[src/design/rpt_settings.svh]
// Stride prefetcher settings
`ifndef RPT_SETTINGS_SVH
`define RPT_SETTINGS_SVH

// virtual address width.
`define RPT_VA_BITS 32

// number of reference prediction table entries.
`define RPT_ENTRIES 4

// lowest address bit that names a cache line.
`define RPT_LINE_LSB 6

// most prefetches an entry may run ahead of its loads.
`define RPT_RUN_AHEAD 3

// width of the load instruction tag.
`define RPT_PC_BITS 12

`endif
[src/design/rpt_pkg.sv]
// Stride prefetcher types
`default_nettype none
`include "rpt_settings.svh"

package rpt_pkg;

    typedef logic [$clog2(`RPT_ENTRIES)-1:0] entry_id_t;

    typedef logic [$clog2(`RPT_RUN_AHEAD + 1)-1:0] ra_cnt_t; // run-ahead count.

    typedef struct packed {
        logic       vm;        // translation mode.
        logic [3:0] mtype;
        logic       no_stride; // access must not train.
        logic       fault;
    } ld_status_t;

    typedef struct packed {
        logic [`RPT_PC_BITS-1:0] pc;
        logic [`RPT_VA_BITS-1:0] va;
        logic                    init; // loop start hint.
        ld_status_t              status;
    } ld_commit_t;

    // init here means allocate.
    typedef struct packed {
        logic       valid;
        ld_commit_t cmt;
    } entry_cmt_t;

    typedef struct packed {
        logic [`RPT_PC_BITS-1:0] pc;
        logic [`RPT_VA_BITS-1:0] va;
        logic                    vm;
        logic [3:0]              mtype;
    } prf_req_t;

    typedef enum logic [3:0] {
        ST_INVALID   = 4'b0001,
        ST_INIT      = 4'b0010,
        ST_TRANSIENT = 4'b0100,
        ST_STEADY    = 4'b1000
    } rpt_state_e;

endpackage

`default_nettype wire

[src/design/rpt_entry.sv]
// RPT entry with stride FSM
`timescale 1ns/1ps
`default_nettype none
`include "rpt_settings.svh"

module rpt_entry
    import rpt_pkg::*;
(
    input  wire logic       core_clk,
    input  wire logic       core_reset_n,
    input  wire logic       prefetch_en,
    input  wire entry_cmt_t entry_cmt,
    output logic            cmp_hit,
    output logic            prf_valid,
    output prf_req_t        prf_req,
    input  wire logic       prf_ready,
    input  wire logic       prf_ack_valid,
    input  wire logic       prf_ack_replay,
    input  wire logic       prf_resp_valid,
    input  wire logic       prf_resp_status,
    output logic            standby_ready
);

    localparam int VA_BITS   = `RPT_VA_BITS;
    localparam int LINE_LSB  = `RPT_LINE_LSB;
    localparam int RUN_AHEAD = `RPT_RUN_AHEAD;

    rpt_state_e              state;
    rpt_state_e              state_nxt;
    logic [`RPT_PC_BITS-1:0] tag_pc;
    logic                    tag_vm;
    logic [3:0]              tag_mtype;
    logic [VA_BITS-1:0]      last_va;
    logic [VA_BITS-1:0]      stride;
    logic [VA_BITS-1:0]      base;
    ra_cnt_t                 ra_cnt;
    logic                    inflight;
    logic                    ack_live;

    ld_commit_t              cmt;
    logic                    alloc;
    logic                    hit;
    logic                    same_line;
    logic                    attr_ok;
    logic                    train;
    logic                    predicted;
    logic                    kill;
    logic                    enter_steady;
    logic                    confirm;
    logic                    xfer;
    logic                    ack_adv;
    logic                    below_limit;

    assign cmt     = entry_cmt.cmt;
    assign cmp_hit = (state != ST_INVALID) && (tag_pc == cmt.pc);

    assign alloc = entry_cmt.valid & cmt.init & prefetch_en;
    assign hit   = entry_cmt.valid & ~cmt.init & cmp_hit;

    assign same_line = last_va[VA_BITS-1:LINE_LSB] == cmt.va[VA_BITS-1:LINE_LSB];
    assign attr_ok   = (tag_vm == cmt.status.vm) && (tag_mtype == cmt.status.mtype);
    assign train     = hit & ~same_line & ~cmt.status.no_stride;
    assign predicted = (last_va + stride == cmt.va) && attr_ok;

    assign kill = ~prefetch_en
                | (prf_resp_valid & prf_resp_status)
                | (hit & cmt.status.fault)
                | (hit & ~attr_ok);

    always_comb begin
        state_nxt = state;
        if (state == ST_INVALID) begin
            if (alloc) begin
                state_nxt = ST_INIT;
            end
        end else if (kill) begin
            state_nxt = ST_INVALID;
        end else if (alloc) begin
            state_nxt = ST_INIT; // taken over as a victim.
        end else if (train) begin
            if (state == ST_INIT) begin
                state_nxt = ST_TRANSIENT;
            end else if (predicted) begin
                state_nxt = ST_STEADY;
            end else begin
                state_nxt = ST_INIT;
            end
        end
    end

    assign enter_steady = (state == ST_TRANSIENT) && (state_nxt == ST_STEADY);
    assign confirm      = (state == ST_STEADY) && (state_nxt == ST_STEADY) && train;
    assign xfer         = prf_valid & prf_ready;
    assign ack_adv      = prf_ack_valid & ~prf_ack_replay & ack_live;
    assign below_limit  = ra_cnt < RUN_AHEAD;

    always_ff @(posedge core_clk or negedge core_reset_n) begin
        if (!core_reset_n) begin
            state <= ST_INVALID;
        end else begin
            state <= state_nxt;
        end
    end

    always_ff @(posedge core_clk) begin
        if (alloc) begin
            tag_pc    <= cmt.pc;
            tag_vm    <= cmt.status.vm;
            tag_mtype <= cmt.status.mtype;
        end
        if (alloc | train) begin
            last_va <= cmt.va;
        end
        if (train && state != ST_STEADY) begin
            stride <= cmt.va - last_va;
        end
        if (enter_steady) begin
            base <= cmt.va;
        end else if (ack_adv) begin
            base <= base + stride; // replays keep the old base.
        end
    end

    always_ff @(posedge core_clk or negedge core_reset_n) begin
        if (!core_reset_n) begin
            ra_cnt   <= '0;
            inflight <= 1'b0;
            ack_live <= 1'b0;
        end else begin
            inflight <= xfer | (inflight & ~prf_ack_valid);
            if (enter_steady) begin
                ack_live <= 1'b0; // older acks must not move the new base.
            end else if (xfer) begin
                ack_live <= 1'b1;
            end
            if (enter_steady) begin
                ra_cnt <= '0;
            end else begin
                ra_cnt <= ra_cnt + ra_cnt_t'(ack_adv) - ra_cnt_t'(confirm && ra_cnt != '0);
            end
        end
    end

    assign prf_valid = (state == ST_STEADY) & below_limit & ~inflight & ~kill;

    assign prf_req.pc    = tag_pc;
    assign prf_req.va    = base + stride;
    assign prf_req.vm    = tag_vm;
    assign prf_req.mtype = tag_mtype;

    assign standby_ready = ~((state == ST_STEADY) & below_limit) & ~inflight;

    a_state_onehot: assert property (
        @(posedge core_clk) disable iff (!core_reset_n)
        $onehot(state)
    );

    // quiet from transfer until its acknowledgement.
    a_one_in_flight: assert property (
        @(posedge core_clk) disable iff (!core_reset_n)
        xfer |=> !prf_valid until_with prf_ack_valid
    );

    a_ack_owner: assert property (
        @(posedge core_clk) disable iff (!core_reset_n)
        prf_ack_valid |-> inflight
    );

endmodule

`default_nettype wire

[config.mk]
export PLATFORM = sky130hd
export DESIGN_NAME = rpt_entry
export DESIGN_NICKNAME = d
export VERILOG_FILES = /design/src/design/rpt_pkg.sv /design/src/design/rpt_entry.sv
export VERILOG_INCLUDE_DIRS = /design/src /design/src/design
export SDC_FILE = /design/constraint.sdc
export NUM_CORES = 1
export LEC_CHECK = 0
export ABC_AREA = 1
export BUFFER_PORTS_ARGS = -buffer_cell sky130_fd_sc_hd__buf_2
export CAP_MARGIN = 20
export CORE_MARGIN = 5
export CORE_UTILIZATION = 45
export CTS_CLUSTER_SIZE = 25
export DETAILED_ROUTE_END_ITERATION = 10
export PLACE_DENSITY = 0.64
export SKIP_CTS_REPAIR_TIMING = 1
export SYNTH_ARGS = -nofsm -noshare
export SYNTH_HDL_FRONTEND = slang
export SYNTH_SLANG_ARGS = --single-unit
export TNS_END_PERCENT = 30
[constraint.sdc]
create_clock -name core_clk -period 4.3 [get_ports core_clk]
set_input_delay 0.43 -clock core_clk [delete_from_list [all_inputs] [get_ports core_clk]]
set_output_delay 0.43 -clock core_clk [all_outputs]
set_load 0.1 [all_outputs]
* Word level (Yosys, flattened, before mapping) *
Index checks and enable logic that the tools add are counted.

storage, ports and cells
  flip-flop bits (word level) = 121
  bits of input ports = 61
  output and inout port bits = 52
  word-level logic and storage cells = 83

cells by class
  $add $sub $neg = 5
  order comparisons = 1
  eq/ne operators = 12
  muxes and demuxes = 12
  bitwise operators = 32
  reductions and logical operators = 11

operators by type and width
  cell                                                                      count
  32-bit adder                                                              2
  32-bit two-way mux                                                        2
  32-bit equality test                                                      1
  32-bit subtractor                                                         1
  4-bit two-way mux                                                         7
  26-bit equality test                                                      1
  1-bit bitwise AND                                                         17
  12-bit equality test                                                      1
  1-bit inverter                                                            10
  4-bit equality test (second input constant)                               2
  1-bit logical AND                                                         8
  2-bit nonzero test                                                        3
  1-bit OR                                                                  5
  4-bit by 1-bit equality test with 1-bit output (second input constant)    1
  4-bit by 2-bit equality test with 1-bit output (second input constant)    1
  4-bit by 3-bit equality test with 1-bit output (second input constant)    1
  4-bit equality test                                                       1
  4-bit by 1-bit inequality test with 1-bit output (second input constant)  1
  4-bit inequality test (second input constant)                             1
  2-bit by 1-bit adder with 2-bit output                                    1
  2-bit < comparator (second input constant)                                1
  1-bit two-way mux                                                         2
  2-bit two-way mux                                                         1
  2-bit by 1-bit subtractor with 2-bit output                               1
  1-bit equality test                                                       1

* Logic depth before layout (Yosys ltp) *
  depth after elaboration = 15
  mapped depth = 27

* Least setup slack after synthesis *
Ideal clock, no wire load.

  path kind = register to register
  start = register tag_pc[11]
  end = register ack_live
  library setup time = 84 ps
  arrival time = 4176 ps
  data required time = 4216 ps
  path slack = 40 ps
  cell stages (with the launch flop) = 11
  buffers on the path = 0
  period minus slack after synthesis = 4260 ps
  path through = edfxtp_1 inv_1 or2_2 nand3_1 nor4_1 o2111ai_1 nand2_1 nor3_1 nand2_1 nand2_1 a21boi_0

between the ends
  elaborated cells on any way between the ends = 20

RTL lines
  item                                     RTL line          text
  start: declaration                       rpt_entry.sv:30   logic [`RPT_PC_BITS-1:0] tag_pc;
  start signal: assignment                 rpt_entry.sv:107  tag_pc <= cmt.pc;
  12-bit equality test (*)                 rpt_entry.sv:55   assign cmp_hit = (state != ST_INVALID) && (tag_pc == cmt.pc);
  1-bit logical AND (*)                    rpt_entry.sv:55
  1-bit bitwise AND (*)                    rpt_entry.sv:58   assign hit = entry_cmt.valid & ~cmt.init & cmp_hit;
  1-bit bitwise AND                        rpt_entry.sv:67   | (hit & cmt.status.fault)
  1-bit OR                                 rpt_entry.sv:67
  1-bit OR (*)                             rpt_entry.sv:68   | (hit & ~attr_ok);
  1-bit inverter (*)                       rpt_entry.sv:144  assign prf_valid = (state == ST_STEADY) & below_limit & ~inflight & ~kill;
  1-bit bitwise AND (*)                    rpt_entry.sv:144
  named net prf_valid                      rpt_entry.sv:14   output logic prf_valid,
  1-bit bitwise AND (*)                    rpt_entry.sv:93   assign xfer = prf_valid & prf_ready;
  2-bit nonzero test (no source line) (*)  -
  end signal: assignment                   rpt_entry.sv:128  ack_live <= 1'b0;
  end signal: assignment                   rpt_entry.sv:132  ack_live <= 1'b0;
  end signal: assignment                   rpt_entry.sv:134  ack_live <= 1'b1;
  end: declaration                         rpt_entry.sv:38   logic ack_live;

Mark *: on every way through the listed nets, which the timed path passes. The rest lies on a longest branch.
A chain may end at the register's enable or synchronous reset.

==> reports/qor.yml <==
ir_drop_v: 0.000261
fin_worst_skew_ns: 0.00893
async_flop_share_pct: 6.61
drc_errors: 0
slew_viol_final: 0
layoutNonFillerInstCount: 1973
path_class: "reg2out"
layout.nets: 1800
min_from: "entry_cmt[46]"
synth-seq-area-share_pct: 33.2
pwr-share-seq_pct: 35.0
ys_ff_latch: 121
dr.pass1.iters: 8
routed-wl-met2_um: 13900
power.density_nw_per_um2: 327
start_util_pct: 45.9
hp-class: "in2reg"
num_antenna_cells: 0
dp_hpwl_um: 26200
wl_met1_um: 14600
worstSetupEndpoint: "prf_req[27]"
io_pins: 113
synth_edf_count: 113
vias_per_cell: 5.13
layout_commonest_cell: "nand2_1"
wire_per_inst_um: 16.1
dp_cells: 1940
yosys.area_share.simple_pct: 29.5
p_leak_nw: 6.38
pre_cts_slack_ns: 0.275
vias: 10100
top_layer: "met4"
clock_latency_ns: 0.43
post-route-period-util_pct: 95.3
multi_input_area_um2: 6240
yosys_warnings: 0
avgSynthCellArea_um2: 7.17
max_freq_mhz: 244
area_growth_pct: 14.8
core_area_um2: 23600
finalWorstSetupSlack_ns: 0.200
internal-power_mw: 2.66
cts_root_buf: "clkbuf_16"
synthFlopType: "edfxtp_1"
wirelength_um: 31700
crit_path_max_fanout: 3
die_x_um: 165
cp_data_arrival_time_ns: 3.67
synth_cells: 1512
die_h_um: 165
placed_cell_area_um2: 11800
synth_xor_area_share_pct: 6.95
synth_top_family_by_area: "simple AND/OR/NAND/NOR gates"
rows: 56
grt_max_degree: 33
timing_hold_violations_final: 0
p_sw_share_pct: 34.5
r2r_start: "stride[0]"
min_period_ns: 4.10
dr.first_iter.drc_count: 827
fillCellCount: 2330
r2r_cells: 23
reg2reg_setup_slack_ns: 0.31
status: "finished, final reports clean"
synthMuxAreaShare_pct: 0
grt_pass1_wl_um: 50300
cts_buffers: 17
antenna_left: 0
drive_above_1_share_pct: 11.4
io_buffers: 112
die_area_um2: 27300
numClockSinks: 121
endpoint_kind: "output port"
overflow: 0
start_kind: "flip-flop"
tightest_slew_ns: 0.585
synth-compound-area-share_pct: 9.35
final_area_um2: 12400
register_area_um2: 3590
cts_tree: "built"
clk_pin_slew_worst_paths_ns: 0.06
routabilityCongestion: 0.909
cap_violations: 0
wl_met3_um: 2370
h-tree-depth: 4
slew_headroom_pct: 60.7
cp.required_ns: 3.87
grt_pass1_vias: 9996
p_comb_share_pct: 28.3
whs_path_depth: 1
crit_path_start: "stride[0]"
synth_fp_nets: 1671
final_cell_mix: "nand2_1 (481), inv_1 (235), edfxtp_1 (113)"
cts_buffer_depth: 2
track_usage_pct: 23.7
syn_area_um2: 10800
yosys.area_share.adder_pct: 11.5
reg2reg_to: "base[19]"
switchingPower_mw: 1.40
synth_cell_types: 44
setup_viol_count_final: 0
antenna_found_initial: 0
p_clk_share_pct: 36.7
[logic make-up (layout without fill, tap and decap cells)]
group | count (synthesis) | count (layout)
fa+ha+maj | 98 | 98
compound gates | 179 | 179
simple gates | 766 | 766
flops | 121 | 121
xor+xnor | 86 | 86
buf+inv | 262 | 404
[power groups by stage]
stage	combinational, mW	sequential (mW)	clock, mW
2_1_floorplan	0.831	1.48	0
3_3_place_gp	1.13	1.44	0
3_5_place_dp	1.13	1.44	0
4_1_cts	1.14	1.42	1.51
5_1_grt	1.26	1.43	1.57
6_report	1.15	1.42	1.49
[layout make-up]
type	instances	area share (%)
clock inverter	14	1.44
multi-input combinational	1129	50.2
tap	319	3.21
clock buffer	18	3.45
sequential	121	28.9
timing repair buffer	122	5.31
inverter	250	7.54
[critical path, cell delays in order, from the launching register on]
cell,delay [ns]
edfxtp_1,0.40
ha_1,0.21
inv_1,0.07
fa_1,0.42
o21ai_1,0.31
a21oi_1,0.11
o21bai_1,0.22
nand2_1,0.09
nand2_1,0.10
nand3_1,0.07
nand2_1,0.10
nand2_1,0.06
nand2_1,0.10
nand2_1,0.06
nand2_1,0.10
nand2_1,0.08
nand2_1,0.07
xor2_1,0.26
clkbuf_4,0.40
[worst min path at each step]
stage	endpoint	slack, ns
4_1_cts	state[2]	-0.17
3_5_place_dp	inflight	0.28
5_1_grt	tag_pc[6]	0.19
2_1_floorplan	ack_live	0.13
6_report	tag_pc[6]	0.19
3_3_place_gp	inflight	0.28
[layer usage]
metal / vias to the layer above / GRT usage (%)
li1: 5181 / -
met1: 4586 / 32.9
met2: 313 / 37.1
met3: 49 / 4.99
met4: 0 / 7.52
met5: - / 0
[cells in the mapped netlist (all sizes together) (4+ instances only)]
library cell / instances / area share, %
xor2: 52 / 4.2
a21oi: 95 / 4.4
nand3b: 11 / 0.76
buf: 8 / 0.66
inv: 247 / 8.6
nand3: 102 / 4.8
nand4: 17 / 0.98
o21a: 6 / 0.42
ha: 95 / 11
a31oi: 6 / 0.35
a21boi: 9 / 0.62
nor4: 6 / 0.35
nor2: 119 / 4.4
clkbuf: 4 / 0.14
edfxtp: 113 / 31
nor3: 16 / 0.79
o21bai: 9 / 0.62
nand2: 488 / 17
o21ai: 38 / 1.8
dfrtp: 7 / 1.6
a21o: 8 / 0.55
xnor2: 34 / 2.7
[stage by stage]
step           setup TNS, ns  hold WS [ns]  util [%]  total power [mW]
2_1_floorplan              0         0.134         -              2.31
3_3_place_gp               0         0.278      50.0              2.57
3_5_place_dp               0         0.282      50.0              2.58
4_1_cts                    0        -0.173      52.5              4.08
5_1_grt             -0.00172         0.187      52.7              4.25
6_report                   0         0.190      52.7              4.06
[state kept, by name (all words and copies together) (netlist names)]
register / flops
state: 4
last_va: 32
tag_vm: 1
tag_mtype: 4
inflight: 1
ack_live: 1
base: 32
stride: 32
tag_pc: 12
ra_cnt: 2
Note: power is estimated with default switching activity, not from simulation.
