File: src/design/rpt_settings.svh
// Stride prefetcher settings
`ifndef RPT_SETTINGS_SVH
`define RPT_SETTINGS_SVH

// virtual address width.
`define RPT_VA_BITS 32

// number of reference prediction table entries.
`define RPT_ENTRIES 4

// lowest address bit that names a cache line.
`define RPT_LINE_LSB 6

// most prefetches an entry may run ahead of its loads.
`define RPT_RUN_AHEAD 3

// width of the load instruction tag.
`define RPT_PC_BITS 12

`endif
File: src/design/rpt_pkg.sv
// Stride prefetcher types
`default_nettype none
`include "rpt_settings.svh"

package rpt_pkg;

    typedef logic [$clog2(`RPT_ENTRIES)-1:0] entry_id_t;

    typedef logic [$clog2(`RPT_RUN_AHEAD + 1)-1:0] ra_cnt_t; // run-ahead count.

    typedef struct packed {
        logic       vm;        // translation mode.
        logic [3:0] mtype;
        logic       no_stride; // access must not train.
        logic       fault;
    } ld_status_t;

    typedef struct packed {
        logic [`RPT_PC_BITS-1:0] pc;
        logic [`RPT_VA_BITS-1:0] va;
        logic                    init; // loop start hint.
        ld_status_t              status;
    } ld_commit_t;

    // init here means allocate.
    typedef struct packed {
        logic       valid;
        ld_commit_t cmt;
    } entry_cmt_t;

    typedef struct packed {
        logic [`RPT_PC_BITS-1:0] pc;
        logic [`RPT_VA_BITS-1:0] va;
        logic                    vm;
        logic [3:0]              mtype;
    } prf_req_t;

    typedef enum logic [3:0] {
        ST_INVALID   = 4'b0001,
        ST_INIT      = 4'b0010,
        ST_TRANSIENT = 4'b0100,
        ST_STEADY    = 4'b1000
    } rpt_state_e;

endpackage

`default_nettype wire

File: src/design/rpt_commit_unit.sv
// RPT commit steering
`timescale 1ns/1ps
`default_nettype none
`include "rpt_settings.svh"

module rpt_commit_unit
    import rpt_pkg::*;
(
    input  wire logic                    core_clk,
    input  wire logic                    core_reset_n,
    input  wire logic                    cmt_valid,
    input  wire ld_commit_t              cmt,
    input  wire logic [`RPT_ENTRIES-1:0] cmp_hit,
    output entry_cmt_t                   entry_cmt [`RPT_ENTRIES]
);

    localparam int N = `RPT_ENTRIES;

    entry_id_t      victim_ptr;
    logic           hit_any;
    logic           alloc;
    logic [N-1:0]   alloc_sel;

    assign hit_any = |cmp_hit;

    // only a loop start hint may claim a new entry.
    assign alloc = cmt_valid & ~hit_any & cmt.init;

    assign alloc_sel = alloc ? ({{(N - 1){1'b0}}, 1'b1} << victim_ptr) : '0;

    always_ff @(posedge core_clk or negedge core_reset_n) begin
        if (!core_reset_n) begin
            victim_ptr <= '0;
        end else if (alloc) begin
            victim_ptr <= (victim_ptr == entry_id_t'(N - 1)) ? '0 : victim_ptr + 1'b1;
        end
    end

    always_comb begin
        for (int i = 0; i < N; i++) begin
            entry_cmt[i].cmt      = cmt;
            entry_cmt[i].cmt.init = alloc_sel[i]; // allocate marker.
            entry_cmt[i].valid    = (cmt_valid & cmp_hit[i]) | alloc_sel[i];
        end
    end

    // table tags must stay unique across entries.
    a_single_hit: assert property (
        @(posedge core_clk) disable iff (!core_reset_n)
        cmt_valid |-> $onehot0(cmp_hit)
    );

endmodule

`default_nettype wire

File: config.mk
export PLATFORM = sky130hd
export DESIGN_NAME = rpt_commit_unit
export DESIGN_NICKNAME = d
export VERILOG_FILES = /design/src/design/rpt_pkg.sv /design/src/design/rpt_commit_unit.sv
export VERILOG_INCLUDE_DIRS = /design/src /design/src/design
export SDC_FILE = /design/constraint.sdc
export NUM_CORES = 1
export LEC_CHECK = 0
export BUFFER_PORTS_ARGS = -buffer_cell sky130_fd_sc_hd__buf_4
export CORE_AREA = 5 5 101 103
export DETAILED_ROUTE_END_ITERATION = 6
export DIE_AREA = 0 0 106 108
export SLEW_MARGIN = 20
export SYNTH_ARGS = -nofsm -noshare
export SYNTH_HDL_FRONTEND = slang
export SYNTH_SLANG_ARGS = --single-unit
File: constraint.sdc
create_clock -name core_clk -period 3.2 [get_ports core_clk]
set_input_delay 0.64 -clock core_clk [delete_from_list [all_inputs] [get_ports core_clk]]
set_output_delay 0.64 -clock core_clk [all_outputs]
set_load 0.02 [all_outputs]
== Word level (Yosys, flattened, before mapping) ==
Cells that the tools add are included.
Operators by class
  equal/unequal tests: 1
  muxes and demuxes: 2
  reductions and logical operators: 1
  $add $sub $neg: 1
  bitwise operators: 11
  shift operators: 1
Operators by type and width (number)
  1-bit bitwise AND: 6
  4-bit two-way mux: 1
  1-bit bitwise OR: 4
  4-bit OR reduction: 1
  1-bit by 2-bit left shift with 4-bit output (first input constant): 1
  2-bit by 1-bit adder with 2-bit output (second input constant): 1
  2-bit equality test (second input constant): 1
  2-bit two-way mux: 1
  1-bit NOT: 1
Word-level totals
  output and inout bits: 212
  bits in registers: 2

== Depth between registers and ports, before layout ==
Gate-level depths: netlist (run 1).
  word-level depth: 6
  depth in mapped cells: 3

== Least setup slack after synthesis (run 1) ==
OpenSTA, ideal clock, no wires.
  path type: in2out
  start: input cmp_hit[3]
  end: output entry_cmt[166] in the netlist's numbering
  cell stages on the path: 3
  arrival: 1449 ps
  setup slack: 1111 ps
  buffers on the path: 0
  cell sequence: nand4bb_2 nor3_4 and2_1
RTL lines
  from (decl): RTL line rpt_commit_unit.sv:13  | input wire logic [`RPT_ENTRIES-1:0] cmp_hit,
  to (decl): RTL line rpt_commit_unit.sv:14  | output entry_cmt_t entry_cmt [`RPT_ENTRIES]

==> impl_metrics.tcl, run 1 <==
set metrics [dict create \
    status "finished, final reports clean" \
    cp_max_fo 10 \
    finalHoldViolCount 0 \
    setup_viol 0 \
    rsz0062_at_grt "false" \
    worstPathArrival_ns 1.71 \
    core_area_um2 9110 \
    first_pass_iters 4 \
    finalWeightedCongestion 0.742 \
    antenna_found_initial 1 \
    drive_above_1_share_pct 74.4 \
    power_mw 0.204 \
    viasPerCell 2.47 \
    cpMaxStageDelayCell "nor3_4" \
    syn_area_per_cell_um2 7.89 \
    fillCellCount 1075 \
    htreeDepth 1 \
    yosysUniqueCellTypes 11 \
    row_count 35 \
    synthesis.nets 288 \
    seq_area_frac_synth_pct 2.82 \
    dr_wl_met2_um 1200 \
    dieArea_um2 11400 \
    die_h_um 108 \
    path_cells "buf_4 > nand4bb_2 > nor3_4 > a22o_2 > buf_4" \
    yosys_warnings 0 \
    post-dp-hpwl_um 2530 \
    p_per_area_nw_per_um2 381 \
    cts_setup_buffers 0 \
    cts_buffer_depth 2 \
    critPathMaxStageDelay_ns 0.34 \
    port_buffers 15 \
    startpoint_type "primary input" \
    io_pins 271 \
    ir_drop_v 0.000218 \
    end_kind "output pin" \
    ant_nets 0 \
    gr-usage-all-layers_pct 4.55 \
    fin_nets 104 \
    critPathBufInv 2 \
    cts.clk_slew.worst_paths_ns 0.03 \
    syn-cell-area_um2 1770 \
    start_util_pct 19.5 \
    period_minus_slack_ns 2.35 \
    vias 371 \
    critPathTopFamily "simple AND/OR/NAND/NOR gates" \
    tightest_slew_ns 0.402 \
    largest_registers "victim_ptr: 2 flops" \
    wl_met1_um 419 \
    grt_max_degree 11 \
    drcViolationCount 0 \
    criticalPathCategory "primary input to output pin" \
    cts_tree "built" \
    first_global_vias 464 \
    skew_ns 0.000942 \
    crit_required_ns 2.56 \
    overflow 0 \
    wl_met3_um 910 \
    fin_crit_sh_pct 73.3 \
    largest_register "victim_ptr" \
    worst_path_most_repeated_cell "buf_4" \
    slew_headroom_pct 73.1 \
    dieWidth_um 106 \
    max_freq_mhz 426 \
    largest_reg_flops 2 \
    p_leak_nw 0.212 \
    min_path_type "primary input to asynchronous set/reset pin" \
    drv_slew 0 \
    netlist_instances 225 \
    clkSinkCount 2 \
    max_cap_viol_count 0 \
    finalWirelength_um 2880 \
    cts-root-buf "clkbuf_8" \
    grt_pass1_wl_um 3690 \
    cts_hold_buffers 0 \
    drtIter0Drc 5 \
    top_layer "met5" \
    antennaDiodeCount 0 \
    cts_made_buffers 3 \
    wire_per_inst_um 19.2 \
    timing.setup.tns_ns 0 \
    synth_seq_cells 2 \
    area_delta_synth_final_pct -69.8 \
    clock_latency_ns 0.21 \
    cts-resized-gates 0 \
]
## stage by stage
stage	instances	area (µm²)	utilization, %	setup WS (ns)	hold WS, ns
after global routing	150	536	5.88	0.784	0.198
after global placement	147	494	5.43	0.889	0.425
after detailed placement	147	494	5.43	0.844	0.426
final	150	536	5.88	0.855	0.206
after CTS	150	536	5.88	0.844	0.201
after floorplan	225	1770	-	1.11	0.344
## cell usage after synthesis
cell type / count / area (µm²)
dfrtp_1: 2 / 50.1
buf_4: 204 / 1530
and2_1: 1 / 6.26
and2_2: 3 / 22.5
inv_1: 2 / 7.51
mux2_4: 2 / 30.0
ha_1: 4 / 50.1
nand4bb_2: 1 / 16.3
a22o_2: 4 / 40.0
nor2_1: 1 / 3.75
nor3_4: 1 / 16.3
## worst register-to-register path, cell delays in order (launching register included)
cell     delay, ns
dfrtp_1       0.40
inv_1         0.08
ha_1          0.29
mux2_4        0.26
## routing by layer
layer  vias up  track usage [%]
met4         2             7.03
met5         -                0
li1        112                -
met1       107             1.93
met2        98             6.01
met3        52             6.03
## report_power, final
group | leakage, nW | internal (mW) | switching, mW
logic | 0.165 | 0.0337 | 0.0287
registers | 0.0256 | 0.0330 | 0.00911
clock network | 0.0216 | 0.0796 | 0.0200
total | 0.212 | 0.146 | 0.0578
## path summary, 6_finish.rpt
kind / from / end / slack [ns] / cells after the start
min in group core_clk: victim_ptr[1] / victim_ptr[1] / 0.58 / 1
max reg2reg: victim_ptr[0] / victim_ptr[1] / 2.05 / 3
min: core_reset_n / victim_ptr[1] / 0.21 / 1
max in group asynchronous: core_reset_n / victim_ptr[0] / 2.91 / 1
max: cmp_hit[3] / entry_cmt[211] / 0.85 / 5
min reg2reg: victim_ptr[1] / victim_ptr[1] / 0.58 / 1
## placed cells by master (no fill, tap or decap), drive strengths merged, types with 2 or more instances in the layout
cell type  count
buf           15
a22o           4
ha             4
and2           4
clkbuf         3
inv            2
mux2           2
dfrtp          2
## kinds of logic after synthesis
group,after synthesis,synth area share (%)
flops,2,2.82
compound gates,4,2.26
mux,2,1.69
fa+ha+maj,4,2.82
buf+inv,206,86.7
simple gates,7,3.67
## cell type report
class | count | area, µm² | share of cell area (%)
multi-input combinational | 17 | 185 | 34.6
timing repair buffer | 15 | 113 | 21.0
sequential | 2 | 50.0 | 9.35
inverter | 2 | 7.51 | 1.40
tap | 111 | 139 | 25.9
clock buffer | 3 | 41.3 | 7.71
Power figures use the tool's default switching activity.
==> run 2, diff against run 1 <==
- ABC_AREA: default -> 1
- clock period: 3.2 -> 2.1 ns (I/O delays scaled with it)
==> impl_metrics.tcl, run 2 <==
set metrics [dict create \
    tightest_slew_ns 0.170 \
    largest_register "victim_ptr" \
    async_reset_ff_share_pct 100 \
    drv_slew 0 \
    cts.clk_slew.worst_paths_ns 0.03 \
    drtIter0Drc 4 \
    finalWeightedCongestion 0.763 \
    fillCellCount 1080 \
    worstPathArrival_ns 1.26 \
    clock_latency_ns 0.21 \
    grt_max_degree 8 \
    p_per_area_nw_per_um2 514 \
    largest_reg_flops 2 \
    dieWidth_um 106 \
    end_kind "output pin" \
    first_global_vias 548 \
    fin_nets 120 \
    cts_made_buffers 3 \
    cts_buffer_depth 2 \
    antennaDiodeCount 0 \
    final_cells 166 \
    layout_commonest_cell "buf_4" \
    port_buffers 15 \
    dieArea_um2 11400 \
    largest_registers "victim_ptr: 2 flops" \
    synth_area_leader_cell "buf_4" \
    overflow 0 \
    finalWirelength_um 2460 \
    wire_per_inst_um 14.8 \
    fin_ws_ns 0.422 \
    clkSinkCount 2 \
    area_delta_synth_final_pct -69.0 \
    grt_pass1_wl_um 3220 \
    startpoint_type "flop" \
    yosys_warnings 0 \
    cts_setup_buffers 0 \
    first_pass_iters 5 \
    htreeDepth 1 \
    io_pins 271 \
    syn_area_per_cell_um2 7.42 \
    skew_ns 0.000420 \
    fin_crit_sh_pct 79.9 \
    drive_above_1_share_pct 40.0 \
    p_leak_nw 0.270 \
    cts_hold_buffers 1 \
    cts-root-buf "clkbuf_8" \
    drcViolationCount 0 \
    finalHoldViolCount 0 \
    ir_drop_v 0.000222 \
    critPathTopFamily "flip-flops" \
    row_count 35 \
    pre_cts_ws_ns 0.584 \
    yosysUniqueCellTypes 10 \
    seq_area_frac_synth_pct 2.81 \
    setup_viol 0 \
    synth_commonest_cells "buf_4 (204), nand2_1 (13), inv_1 (6), nand4_1 (6), ha_1 (4)" \
    min_path_type "primary input to flop" \
    post-dp-hpwl_um 2080 \
    critPathBufInv 2 \
    viasPerCell 2.64 \
    netlist_instances 240 \
    period_minus_slack_ns 1.68 \
    synth_area_leaders "buf_4 (86%), dfrtp_1 (2.8%), ha_1 (2.8%), nand2_1 (2.7%), nand4_1 (2.1%)" \
    max_freq_mhz 596 \
    layout_common_cells "buf_4 (15), nand2_1 (13), inv_1 (6), nand4_1 (6), ha_1 (4)" \
    start_util_pct 19.6 \
    cpMaxStageDelayCell "dfrtp_1" \
    antenna_found_initial 0 \
    slew_headroom_pct 88.6 \
    cts_tree "built" \
    path_cells "inv_1 > ha_1 > nand4_1 > nand2_1 > buf_4" \
    cp_max_fo 5 \
    ant_nets 0 \
    synth_seq_cells 2 \
    syn-cell-area_um2 1780 \
    place_inst 162 \
    critPathMaxStageDelay_ns 0.41 \
    status "finished, final reports clean" \
    max_cap_viol_count 0 \
    cts-resized-gates 0 \
    vias 438 \
    timing.setup.tns_ns 0 \
    criticalPathCategory "flop to output pin" \
    synthesis.nets 303 \
    die_h_um 108 \
    synth.most_common_cell "buf_4" \
    gr-usage-all-layers_pct 3.76 \
    rsz0062_at_grt "false" \
    synth.top_cell.area_share_pct 86.0 \
    holdWs_ns 0.527 \
    core_area_um2 9110 \
    synth_ff_type "dfrtp_1" \
    synth_edf_count 0 \
    crit_required_ns 1.68 \
]
-- run 2: path summary, 6_finish.rpt --
check	startpoint	endpoint	slack, ns	cells after the start
worst max-delay path	victim_ptr[0]	entry_cmt[105]	0.42	5
worst min-delay path	cmp_hit[0]	victim_ptr[0]	0.53	4
worst max register to register	victim_ptr[0]	victim_ptr[1]	1.05	4
worst min register to register	victim_ptr[1]	victim_ptr[1]	0.56	2
max in group asynchronous	core_reset_n	victim_ptr[0]	1.47	2
min in group asynchronous	core_reset_n	victim_ptr[1]	0.54	2
-- run 2: layout make-up --
| cell class | instances | area [µm²] | area share, % |
|---|---|---|---|
| clock buffer | 3 | 41.3 | 7.47 |
| inverter | 7 | 27.5 | 4.98 |
| tap | 111 | 139 | 25.1 |
| timing repair buffer | 16 | 123 | 22.2 |
| multi-input combinational | 27 | 173 | 31.2 |
| sequential | 2 | 50.0 | 9.05 |
-- run 2: power breakdown --
| part | switching [mW] | internal [mW] | total [mW] |
|---|---|---|---|
| clock network | 0.0283 | 0.121 | 0.149 |
| registers | 0.0119 | 0.0476 | 0.0595 |
| logic | 0.0421 | 0.0336 | 0.0756 |
| total | 0.0823 | 0.202 | 0.285 |
-- run 2: worst min-delay path, stage by stage --
cell     delay, ns
buf_4         0.10
nor2_4        0.05
nand4_1       0.08
nand2_1       0.05
-- run 2: cell families (layout without fill, tap and decap cells) --
group / count (synthesis) / count (layout) / share of synthesized area [%]
buf+inv: 211 / 26 / 87.5
simple gates: 23 / 23 / 6.88
fa+ha+maj: 4 / 4 / 2.81
flops: 2 / 2 / 2.81
-- run 2: metrics by stage --
step                total power [mW]  utilization [%]  instance area (µm²)
floorplan                      0.667                -                 1780
global placement               0.135             5.51                  502
detailed placement             0.134             5.51                  502
CTS                            0.292             6.07                  553
global route                   0.307             6.07                  553
finish                         0.285             6.07                  553
-- run 2: metal layers --
layer	part of all wire (%)	track usage (%)
met5	0	0
met4	14	6.01
met3	31	4.60
met2	42	5.60
met1	12	1.25
==> run 3, diff against run 2 <==
- clock period: 2.1 -> 1.61 ns (I/O delays scaled with it)
==> impl_metrics.tcl, run 3 (synthesized netlist as in run 2, its figures left out) <==
set metrics [dict create \
    power_mw 0.377 \
    cts_setup_buffers 0 \
    p_comb_share_pct 27.8 \
    pwr-share-seq_pct 20.7 \
    clock_latency_ns 0.21 \
    cts_buffer_depth 2 \
    drv_slew 0 \
    die_h_um 108 \
    cts-root-buf "clkbuf_8" \
    max_cap_viol_count 0 \
    timing.setup.tns_ns 0 \
    p_per_area_nw_per_um2 681 \
    setup_viol 0 \
    drcViolationCount 0 \
    clkPwrFrac_pct 51.5 \
    finalHoldViolCount 0 \
    dieArea_um2 11400 \
    startpoint_type "flop" \
    wire_per_inst_um 15.0 \
    min_path_type "primary input to asynchronous set/reset pin" \
    cts.clk_slew.worst_paths_ns 0.03 \
    grt_max_degree 8 \
    largest_reg_flops 2 \
    port_buffers 15 \
    cts_tree "built" \
    layout_common_cells "buf_4 (15), nand2_1 (13), nand4_1 (6)" \
    fin_util_pct 6.07 \
    period_minus_slack_ns 1.53 \
    largest_registers "victim_ptr: 2 flops" \
    met2_usage_pct 6.01 \
    fin_ws_ns 0.0767 \
    io_pins 271 \
    fillCellCount 1090 \
    end_kind "output pin" \
    multiInputGateArea_um2 173 \
    cp_max_fo 5 \
    crit_required_ns 1.29 \
    place_inst 162 \
    p_int_mw 0.266 \
    final_cells 166 \
    drive_above_1_share_pct 43.6 \
    fin_crit_sh_pct 95.2 \
    ant_nets 0 \
    ir_drop_v 0.000547 \
    vias 447 \
    finalWeightedCongestion 0.752 \
    area_delta_synth_final_pct -69.0 \
    grt_use_met3_pct 4.36 \
    pre_cts_ws_ns 0.263 \
    htreeDepth 1 \
    drtIter0Drc 6 \
    dieWidth_um 106 \
    busiest_layer "met2" \
    rsz0062_at_grt "false" \
    viasPerCell 2.69 \
    tightest_slew_ns 0.182 \
    max_freq_mhz 652 \
    first_pass_iters 2 \
    cts_made_buffers 3 \
    gr-usage-all-layers_pct 3.80 \
    finalWirelength_um 2490 \
    layout_commonest_cell "buf_4" \
    antenna_found_initial 0 \
    antennaDiodeCount 0 \
    post-dp-hpwl_um 2120 \
    final-seq-area_um2 50.0 \
    fin_nets 120 \
    slew_headroom_pct 87.9 \
    criticalPathCategory "flop to output pin" \
    overflow 0 \
    p_leak_nw 0.270 \
    row_count 35 \
    first_global_vias 532 \
    core_area_um2 9110 \
    skew_ns 0.00277 \
    use_met1_pct 1.25 \
    clkSinkCount 2 \
    rr_worst_depth 4 \
    grt_pass1_wl_um 3230 \
    r2r-start "victim_ptr[0]" \
    p_sw_mw 0.111 \
    worstPathArrival_ns 1.21 \
    r2r_setup_slack_ns 0.54 \
    p_sw_share_pct 29.5 \
    status "finished, final reports clean" \
    start_util_pct 19.6 \
    r2r_end "victim_ptr[0]" \
    largest_register "victim_ptr" \
]
run 3: cell counts in the layout (fill, tap and decap cells not counted):
No cell type changed its count.
run 3: through the flow:
| step | hold slack, ns | cell area (µm²) |
|---|---|---|
| final | 0.456 | 553 |
| after global routing | 0.464 | 553 |
| after CTS | 0.442 | 553 |
| after detailed placement | 0.106 | 502 |
| after global placement | 0.105 | 502 |
| after floorplan | 0.0264 | 1780 |
run 3: area by class of cell:
cell class / count / area share [%]
clock buffer: 3 / 7.47
inverter: 7 / 4.98
multi-input combinational: 27 / 31.2
sequential: 2 / 9.05
tap: 111 / 25.1
timing repair buffer: 16 / 22.2
run 3: worst max path at each step:
stage	from	endpoint	slack (ns)	cells past startpoint
after floorplan	victim_ptr[0]	entry_cmt[105]	0.40	4
after global placement	victim_ptr[0]	entry_cmt[105]	0.28	5
after detailed placement	victim_ptr[0]	entry_cmt[105]	0.26	5
after CTS	victim_ptr[0]	entry_cmt[105]	0.03	5
after global routing	victim_ptr[1]	entry_cmt[158]	0.01	5
final	victim_ptr[0]	entry_cmt[211]	0.08	5
run 3: what timing repair did:
| item | in CTS | in global routing |
|---|---|---|
| endpoints found under the hold margin | 2 | 0 |
| resized for setup | 0 | 2 |
| hold buffers | 1 | 0 |
| endpoints found under the setup margin | 0 | 6 |
run 3: layer usage:
metal	wire, µm	vias to the layer above
met5	0	-
met4	314	0
met3	762	41
met2	1130	116
met1	288	136
li1	-	154
run 3: worst max-delay path, stage by stage, from the launching register on:
cell,delay [ns]
dfrtp_1,0.42
inv_2,0.06
ha_1,0.20
nand4_1,0.11
nand2_1,0.06
buf_4,0.15
run 3: power by group through the flow:
stage / Combinational, mW / Sequential, mW / Clock (mW)
2_1_floorplan: 0.797 / 0.0735 / 0
3_3_place_gp: 0.0990 / 0.0753 / 0
3_5_place_dp: 0.104 / 0.0759 / 0
4_1_cts: 0.107 / 0.0754 / 0.201
5_1_grt: 0.120 / 0.0791 / 0.206
6_report: 0.105 / 0.0779 / 0.194
